===== config.mk =====
export PLATFORM = sky130hd
export DESIGN_NAME = rename_top
export DESIGN_NICKNAME = d
export VERILOG_FILES = /design/src/source/rename_pkg.sv /design/src/source/checkpoint_bank.sv /design/src/source/free_list.sv /design/src/source/rename_map.sv /design/src/source/rename_queue.sv /design/src/source/rename_top.sv
export SDC_FILE = /design/constraint.sdc
export NUM_CORES = 2
export LEC_CHECK = 0
export ABC_AREA = 1
export BUFFER_PORTS_ARGS = -buffer_cell sky130_fd_sc_hd__buf_2
export CORE_AREA = 2 2 682 684
export CTS_CLUSTER_SIZE = 25
export DETAILED_ROUTE_END_ITERATION = 8
export DIE_AREA = 0 0 684 686
export SLEW_MARGIN = 5
export SYNTH_ARGS = -nofsm -noshare
export SYNTH_HDL_FRONTEND = slang
export SYNTH_SLANG_ARGS = --single-unit
export TNS_END_PERCENT = 100

===== constraint.sdc =====
create_clock -name clk -period 23.9 [get_ports clk]
set_input_delay 2.39 -clock clk [delete_from_list [all_inputs] [get_ports clk]]
set_output_delay 2.39 -clock clk [all_outputs]
set_load 0.05 [all_outputs]

===== src/source/rename_pkg.sv =====
package rename_pkg;

    typedef logic [4:0] arch_reg_t;
    typedef logic [7:0] phys_tag_t;
    typedef logic [6:0] opcode_t;
    typedef logic [2:0] page_t;
    typedef logic [5:0] head_t;         // ring pointer into 64 slots

    localparam int num_arch    = 32;
    localparam int num_phys    = 64;
    localparam int num_free    = num_phys - num_arch;  // tags in the ring after reset
    localparam int num_pages   = 8;
    localparam int queue_depth = 8;

    localparam phys_tag_t no_src_tag  = 8'd254;   // operand unused
    localparam phys_tag_t no_dest_tag = 8'd255;   // nothing written

    // major opcodes that change the rename rules
    localparam opcode_t op_jalr   = 7'b1100111;
    localparam opcode_t op_load   = 7'b0000011;
    localparam opcode_t op_imm    = 7'b0010011;
    localparam opcode_t op_lui    = 7'b0110111;
    localparam opcode_t op_auipc  = 7'b0010111;
    localparam opcode_t op_jal    = 7'b1101111;
    localparam opcode_t op_branch = 7'b1100011;
    localparam opcode_t op_store  = 7'b0100011;

    // one queue entry, 37 bits
    typedef struct packed {
        phys_tag_t src1_tag;
        phys_tag_t src2_tag;
        phys_tag_t dest_tag;
        phys_tag_t prev_tag;    // released at commit
        arch_reg_t dest_reg;
    } renamed_op_t;

endpackage


===== src/source/checkpoint_bank.sv =====
`timescale 1ns/1ps

module checkpoint_bank (
    input  logic                                              clk,
    input  logic                                              reset,
    input  logic                                              save,
    input  rename_pkg::page_t                                 save_page,
    input  rename_pkg::phys_tag_t [rename_pkg::num_arch-1:0] save_table,
    input  rename_pkg::head_t                                 save_head,
    input  logic                                              restore,
    input  rename_pkg::page_t                                 restore_page,
    output rename_pkg::phys_tag_t [rename_pkg::num_arch-1:0] restore_table,
    output rename_pkg::head_t                                 restore_head
);
    import rename_pkg::*;

    phys_tag_t [num_arch-1:0] page_table [num_pages];
    head_t                    page_head  [num_pages];
    logic [num_pages-1:0]     page_valid;

    // snapshot storage
    always_ff @(posedge clk) begin
        if (save) begin
            page_table[save_page] <= save_table;
            page_head[save_page]  <= save_head;
        end
    end

    always_ff @(posedge clk or posedge reset) begin
        if (reset) begin
            page_valid <= '0;
        end else if (save) begin
            page_valid[save_page] <= 1'b1;
        end
    end

    assign restore_table = page_table[restore_page];    // combinational read
    assign restore_head  = page_head[restore_page];

    // a page must hold a snapshot before anyone rolls back to it
    restore_of_valid_page: assert property (
        @(posedge clk) disable iff (reset)
        restore |-> page_valid[restore_page]
    );

endmodule


===== src/source/free_list.sv =====
`timescale 1ns/1ps

module free_list (
    input  logic                  clk,
    input  logic                  reset,
    input  logic                  alloc,
    input  logic                  release_valid,
    input  rename_pkg::phys_tag_t release_tag,
    input  logic                  rollback,
    input  rename_pkg::head_t     rollback_head,
    output rename_pkg::phys_tag_t free_tag,
    output logic                  free_empty,
    output rename_pkg::head_t     head
);
    import rename_pkg::*;

    phys_tag_t  ring [num_phys];
    head_t      tail;
    head_t      tail_next;
    logic [6:0] count;          // free tags between head and tail

    assign tail_next  = tail + head_t'(release_valid);
    assign free_tag   = ring[head];    // head slot always on view
    assign free_empty = (count == '0);

    always_ff @(posedge clk or posedge reset) begin
        if (reset) begin
            for (int i = 0; i < num_phys; i++) begin
                ring[i] <= (i < num_free) ? phys_tag_t'(num_arch + i) : '0;
            end
        end else if (release_valid) begin
            ring[tail] <= release_tag;     // commit returns a tag at the tail
        end
    end

    always_ff @(posedge clk or posedge reset) begin
        if (reset) begin
            head  <= '0;
            tail  <= head_t'(num_free);
            count <= 7'(num_free);
        end else begin
            tail <= tail_next;
            if (rollback) begin
                // 64 slots and at most 32 free tags, so the
                // pointer difference alone gives the count
                head  <= rollback_head;
                count <= {1'b0, head_t'(tail_next - rollback_head)};
            end else begin
                if (alloc) begin
                    head <= head + 1'b1;
                end
                count <= count + 7'(release_valid) - 7'(alloc);
            end
        end
    end

    no_alloc_when_empty: assert property (
        @(posedge clk) disable iff (reset)
        alloc |-> !free_empty
    );

    no_release_when_full: assert property (
        @(posedge clk) disable iff (reset)
        release_valid |-> (count != 7'(num_free))
    );

endmodule


===== src/source/rename_map.sv =====
`timescale 1ns/1ps

module rename_map (
    input  logic                  clk,
    input  logic                  reset,
    input  logic                  instr_valid,
    input  rename_pkg::opcode_t   opcode,
    input  rename_pkg::arch_reg_t src1_reg,
    input  rename_pkg::arch_reg_t src2_reg,
    input  rename_pkg::arch_reg_t dest_reg,
    input  logic                  save_state,
    input  rename_pkg::page_t     save_page,
    input  logic                  restore_state,
    input  rename_pkg::page_t     restore_page,
    input  rename_pkg::phys_tag_t free_tag,
    input  logic                  free_empty,
    input  rename_pkg::head_t     head,
    input  logic                  queue_full,
    output logic                  stall,
    output logic                  alloc,
    output logic                  rollback,
    output rename_pkg::head_t     rollback_head,
    output logic                  flush,
    output logic                  push,
    output rename_pkg::phys_tag_t push_src1,
    output rename_pkg::phys_tag_t push_src2,
    output rename_pkg::phys_tag_t push_dest,
    output rename_pkg::phys_tag_t push_prev,
    output rename_pkg::arch_reg_t push_dest_reg
);
    import rename_pkg::*;

    phys_tag_t [num_arch-1:0] map_table;
    phys_tag_t [num_arch-1:0] table_upd;    // table after this cycle's rename
    phys_tag_t [num_arch-1:0] snap_table;
    head_t                    snap_head;
    logic                     accept;
    logic                     has_dest;

    assign stall  = free_empty || queue_full;
    assign accept = instr_valid && !restore_state && !stall;

    // source lookup reads the table before the destination update
    always_comb begin
        case (opcode)
            op_jalr, op_load, op_imm: begin
                push_src1 = map_table[src1_reg];
                push_src2 = no_src_tag;
            end
            op_lui, op_auipc, op_jal: begin
                push_src1 = '0;                  // x0 is fixed at tag 0
                push_src2 = no_src_tag;
            end
            default: begin
                push_src1 = map_table[src1_reg];
                push_src2 = map_table[src2_reg];
            end
        endcase
    end

    assign has_dest = (opcode != op_branch) && (opcode != op_store) && (dest_reg != '0);

    assign alloc         = accept && has_dest;
    assign push          = accept;
    assign push_dest     = has_dest ? free_tag : no_dest_tag;
    assign push_prev     = has_dest ? map_table[dest_reg] : no_dest_tag;
    assign push_dest_reg = dest_reg;

    always_comb begin
        table_upd = map_table;
        if (alloc) begin
            table_upd[dest_reg] = free_tag;
        end
    end

    always_ff @(posedge clk or posedge reset) begin
        if (reset) begin
            for (int i = 0; i < num_arch; i++) begin
                map_table[i] <= phys_tag_t'(i);     // identity mapping
            end
        end else if (restore_state) begin
            map_table <= snap_table;
        end else begin
            map_table <= table_upd;
        end
    end

    // snapshot sees the rename of the same edge
    checkpoint_bank ckpt0 (
        .clk           (clk),
        .reset         (reset),
        .save          (save_state),
        .save_page     (save_page),
        .save_table    (table_upd),
        .save_head     (head + head_t'(alloc)),
        .restore       (restore_state),
        .restore_page  (restore_page),
        .restore_table (snap_table),
        .restore_head  (snap_head)
    );

    assign rollback      = restore_state;
    assign rollback_head = snap_head;
    assign flush         = restore_state;   // younger ops are squashed

    // the front end honours stall, so nothing is ever silently dropped
    no_instr_while_stalled: assert property (
        @(posedge clk) disable iff (reset)
        (instr_valid && !restore_state) |-> !stall
    );

endmodule


===== src/source/rename_queue.sv =====
`timescale 1ns/1ps

module rename_queue (
    input  logic                  clk,
    input  logic                  reset,
    input  logic                  push,
    input  rename_pkg::phys_tag_t push_src1,
    input  rename_pkg::phys_tag_t push_src2,
    input  rename_pkg::phys_tag_t push_dest,
    input  rename_pkg::phys_tag_t push_prev,
    input  rename_pkg::arch_reg_t push_dest_reg,
    input  logic                  pop,
    input  logic                  flush,
    output logic                  full,
    output logic                  out_valid,
    output rename_pkg::phys_tag_t out_src1_tag,
    output rename_pkg::phys_tag_t out_src2_tag,
    output rename_pkg::phys_tag_t out_dest_tag,
    output rename_pkg::phys_tag_t out_prev_tag,
    output rename_pkg::arch_reg_t out_dest_reg
);
    import rename_pkg::*;

    renamed_op_t                     entries [queue_depth];
    renamed_op_t                     head_op;
    logic [$clog2(queue_depth)-1:0]  wr_ptr;
    logic [$clog2(queue_depth)-1:0]  rd_ptr;
    logic [$clog2(queue_depth):0]    count;

    always_ff @(posedge clk) begin
        if (push && !flush) begin
            entries[wr_ptr] <= '{src1_tag: push_src1, src2_tag: push_src2,
                                 dest_tag: push_dest, prev_tag: push_prev,
                                 dest_reg: push_dest_reg};
        end
    end

    always_ff @(posedge clk or posedge reset) begin
        if (reset) begin
            wr_ptr <= '0;
            rd_ptr <= '0;
            count  <= '0;
        end else if (flush) begin       // flush wins over push and pop
            wr_ptr <= '0;
            rd_ptr <= '0;
            count  <= '0;
        end else begin
            if (push) begin
                wr_ptr <= wr_ptr + 1'b1;
            end
            if (pop) begin
                rd_ptr <= rd_ptr + 1'b1;
            end
            count <= count + push - pop;
        end
    end

    assign full      = (count == queue_depth);
    assign out_valid = (count != '0);

    // show-ahead head entry
    assign head_op      = entries[rd_ptr];
    assign out_src1_tag = head_op.src1_tag;
    assign out_src2_tag = head_op.src2_tag;
    assign out_dest_tag = head_op.dest_tag;
    assign out_prev_tag = head_op.prev_tag;
    assign out_dest_reg = head_op.dest_reg;

    no_push_when_full: assert property (
        @(posedge clk) disable iff (reset)
        push |-> !full
    );

    no_pop_when_empty: assert property (
        @(posedge clk) disable iff (reset)
        pop |-> out_valid
    );

endmodule


===== src/source/rename_top.sv =====
`timescale 1ns/1ps

module rename_top (
    input  logic                  clk,
    input  logic                  reset,
    input  logic                  instr_valid,
    input  rename_pkg::opcode_t   opcode,
    input  rename_pkg::arch_reg_t src1_reg,
    input  rename_pkg::arch_reg_t src2_reg,
    input  rename_pkg::arch_reg_t dest_reg,
    input  logic                  save_state,
    input  rename_pkg::page_t     save_page,
    input  logic                  restore_state,
    input  rename_pkg::page_t     restore_page,
    input  logic                  commit_valid,
    input  rename_pkg::phys_tag_t commit_tag,
    input  logic                  out_pop,
    output logic                  stall,
    output logic                  out_valid,
    output rename_pkg::phys_tag_t out_src1_tag,
    output rename_pkg::phys_tag_t out_src2_tag,
    output rename_pkg::phys_tag_t out_dest_tag,
    output rename_pkg::phys_tag_t out_prev_tag,
    output rename_pkg::arch_reg_t out_dest_reg
);
    import rename_pkg::*;

    phys_tag_t free_tag;
    logic      free_empty;
    head_t     head;
    logic      alloc;
    logic      rollback;
    head_t     rollback_head;
    logic      flush;
    logic      push;
    phys_tag_t push_src1;
    phys_tag_t push_src2;
    phys_tag_t push_dest;
    phys_tag_t push_prev;
    arch_reg_t push_dest_reg;
    logic      queue_full;

    free_list free0 (
        .clk           (clk),
        .reset         (reset),
        .alloc         (alloc),
        .release_valid (commit_valid),     // commit hands back the previous tag
        .release_tag   (commit_tag),
        .rollback      (rollback),
        .rollback_head (rollback_head),
        .free_tag      (free_tag),
        .free_empty    (free_empty),
        .head          (head)
    );

    rename_map map0 (
        .clk           (clk),
        .reset         (reset),
        .instr_valid   (instr_valid),
        .opcode        (opcode),
        .src1_reg      (src1_reg),
        .src2_reg      (src2_reg),
        .dest_reg      (dest_reg),
        .save_state    (save_state),
        .save_page     (save_page),
        .restore_state (restore_state),
        .restore_page  (restore_page),
        .free_tag      (free_tag),
        .free_empty    (free_empty),
        .head          (head),
        .queue_full    (queue_full),
        .stall         (stall),
        .alloc         (alloc),
        .rollback      (rollback),
        .rollback_head (rollback_head),
        .flush         (flush),
        .push          (push),
        .push_src1     (push_src1),
        .push_src2     (push_src2),
        .push_dest     (push_dest),
        .push_prev     (push_prev),
        .push_dest_reg (push_dest_reg)
    );

    rename_queue queue0 (
        .clk           (clk),
        .reset         (reset),
        .push          (push),
        .push_src1     (push_src1),
        .push_src2     (push_src2),
        .push_dest     (push_dest),
        .push_prev     (push_prev),
        .push_dest_reg (push_dest_reg),
        .pop           (out_pop),
        .flush         (flush),
        .full          (queue_full),
        .out_valid     (out_valid),
        .out_src1_tag  (out_src1_tag),
        .out_src2_tag  (out_src2_tag),
        .out_dest_tag  (out_dest_tag),
        .out_prev_tag  (out_prev_tag),
        .out_dest_reg  (out_dest_reg)
    );

endmodule

==> out/qor.yml <==
ctsResizeCount: 0
outcome: "completed"
synth_seq_cells: 3189
finalSetupViolations: 0
ys_seq_area_frac: 0.667
yosys_most_used_dff: "edfxtp_1"
worstPathMaxFanout: 90
synth_edf_count: 2392
drc: 0
start_util: 0.299
drt-wirelength-per-cell_um: 23.1
cts_setup_buffers: 0
wl_mm: 437
mappedNetlistArea_um2: 138000
cts.clk_slew.worst_paths_ps: 60
clock_power_share: 0.358
drt_first_pass_iters: 6
synth_area_leader_cell: "edfxtp_1"
slew_headroom: 0.0746
min_to: "free0.ring[246]"
hpwl_mm: 244
dieArea_um2: 469000
fin_crit_ps: 6570
crit_type: "reg -> out"
cts_max_path_buffers: 4
ioPinCount: 82
dieHeight_um: 686
finalClockSkew_ps: 102
yosysWarnings: 0
rows: 250
drt_iter0_markers: 12300
hold_viol: 0
finalWorstSetupSlack_ps: 17330
power.density_nw_per_um2: 92.8
detail_route.vias_per_cell: 5.32
track_usage: 0.179
portBuffers: 81
place_congestion: 0.922
first_global_vias: 94900
cap_violations: 0
vdd_ir_drop_max_uv: 61.4
syn-instance-count: 12800
crit_arrival_ps: 4180
worstHoldStart: "free0.ring[246]"
core_um2: 462000
synth-async-reset-ratio: 0.250
worst_r2r_path_depth: 13
clock-sinks: 3189
syn_avg_cell_area_um2: 10.8
hp-class: "reg -> reg"
timing.final.crit_share: 0.275
timing.rr.start: "free0.head[0]"
comb_power_share: 0.164
synth.distinct_cells: 47
antenna_found_initial: 25
holdPathStages: 2
grt_max_degree: 210
worstPathRequired_ps: 21510
clockRootBuffer: "clkbuf_16"
syn_to_final_growth_pct: 12.3
rsz0062_at_grt: "no"
place_ws_ps: 16690
internal-power_mw: 10.1
start_kind: "flop"
p_seq_frac: 0.477
clk_latency_ps: 970
p_sw_mw: 4.22
fin_setup_tns_ps: 0
syn-num-nets: 12900
cts-htree-levels: 5
cts_tree: "done"
yosysTopAreaCellShare: 0.521
overflow: 0
num_vias: 101000
ys_top_cells_by_area: "edfxtp_1 52%, dfrtp_1 11%, o21ai_0 7.7%"
dieWidth_um: 684
hold_buffers: 0
ff2ff_setup_slack_ps: 18310
leakage_nw: 55.0
grt_pass1_wl_mm: 642
ant_nets: 0
swShare: 0.294
layout-drive-gt1-share: 0.0861
nets: 12500
max_freq_mhz: 152
numCtsBuffers: 322
cp-end-kind: "output port"
reg2reg_to: "map0.ckpt0.page_table[3][203]"
max_slew.worst_pin.slew_ps: 1380
maxSlewViolCount: 0
## power by group through the flow
stage                     Sequential (mW)  Combinational (mW)  Clock, mW
after CTS                            6.85                2.33       5.22
final                                6.86                2.36       5.15
after global placement               6.95                2.29          0
after detailed placement             6.96                2.32          0
after global routing                 6.91                2.57       5.42
after floorplan                      6.91                1.49          0
## stage by stage
step           total power [mW]  utilization  std cells  instance area (um^2)  hold WS, ps
6_report                   14.4        0.335      18900                155000          479
5_1_grt                    14.9        0.335      18900                155000          499
4_1_cts                    14.4        0.335      18900                155000          481
3_5_place_dp               9.28        0.312      18300                144000          467
3_3_place_gp               9.24        0.312      18300                144000          459
2_1_floorplan              8.40            -      12800                138000          445
## cells in the mapped netlist, types with 25 or more instances
| master | number |
|---|---|
| o221ai_1 | 265 |
| o21ai_0 | 2125 |
| inv_2 | 41 |
| clkbuf_1 | 651 |
| a31oi_1 | 48 |
| dfstp_2 | 194 |
| dfrtp_1 | 603 |
| buf_1 | 72 |
| edfxtp_1 | 2392 |
| nand3_1 | 923 |
| nand2_1 | 1799 |
| o22ai_1 | 401 |
| ha_1 | 25 |
| inv_1 | 524 |
| and2_1 | 248 |
| a21oi_1 | 330 |
| buf_2 | 169 |
| o211ai_1 | 260 |
| nor2_1 | 1552 |
## area by class of cell
| class | instances | area [um^2] |
|---|---|---|
| Antenna cell | 15 | 37.5 |
| Clock buffer | 464 | 9100 |
| Clock inverter | 138 | 1630 |
| Fill cell | 46000 | 307000 |
| Inverter | 573 | 2200 |
| Multi-Input combinational cell | 8110 | 40100 |
| Sequential cell | 3189 | 92000 |
| Tap cell | 6174 | 7720 |
| Timing Repair Buffer | 262 | 2020 |
## how the worst max path moves through the flow
| stage | slack, ps | startpoint | end | cells past startpoint |
|---|---|---|---|---|
| after global placement | 16750 | restore_page[0] | map0.map_table[133] | 10 |
| after CTS | 17220 | queue0.rd_ptr[0] | out_prev_tag[5] | 7 |
| after detailed placement | 16690 | restore_page[0] | map0.map_table[255] | 10 |
| after floorplan | 9590 | save_page[1] | map0.ckpt0.page_head[0][0] | 3 |
| after global routing | 17040 | queue0.rd_ptr[0] | out_prev_tag[5] | 7 |
| final | 17330 | queue0.rd_ptr[0] | out_prev_tag[5] | 7 |
## state kept, by name (all words and copies together) (netlist names)
| signal | cells |
|---|---|
| map0.ckpt0.page_table | 2048 |
| free0.ring | 512 |
| queue0.entries | 296 |
| map0.map_table | 256 |
| map0.ckpt0.page_head | 48 |
| free0.count | 7 |
| free0.head | 6 |
| free0.tail | 6 |
| queue0.count | 4 |
| queue0.rd_ptr | 3 |
| queue0.wr_ptr | 3 |
## cell usage in the layout (no fill, tap or decap), types with 48 or more instances in the layout
cell type / n
a21oi_1: 330
nand2_1: 1797
edfxtp_1: 2392
inv_2: 48
nand3_1: 907
dfstp_2: 194
clkbuf_16: 327
o211ai_1: 260
buf_4: 167
o22ai_1: 401
buf_2: 74
dfrtp_1: 599
o221ai_1: 265
and2_1: 248
inv_1: 510
o21ai_0: 2125
clkbuf_1: 97
nor2_1: 1536
## cell families (layout without fill, tap and decap cells)
| kind of cell | Yosys count | in the layout | share of synthesized area |
|---|---|---|---|
| AOI/OAI and AO/OA | 3444 | 3444 | 0.141 |
| buffers and inverters | 1511 | 1437 | 0.0447 |
| xor gates and xnor gates | 15 | 15 | 0.000952 |
| adders and majority gates | 28 | 28 | 0.00270 |
| and+or+nand+nor | 4623 | 4623 | 0.143 |
| DFF | 3189 | 3189 | 0.667 |
| other | 0 | 15 | 0 |
## routing by layer
metal / part of all wire / vias up / wire [um] / global-route usage
met5: 0.00018 / - / 79 / 0
met4: 0.044 / 14 / 19200 / 0.0744
met3: 0.10 / 928 / 43600 / 0.0418
met2: 0.45 / 4859 / 195000 / 0.278
met1: 0.41 / 50000 / 179000 / 0.240
li1: - / 44900 / - / -
## worst max-delay path, stage by stage, from the launching register on
cell     delay [ps]
dfrtp_4         650
inv_4           520
buf_4           760
o21ai_0         160
o22ai_1         180
nor2_1           60
a31oi_1         430
buf_2           360
Power figures use the tool's default switching activity.
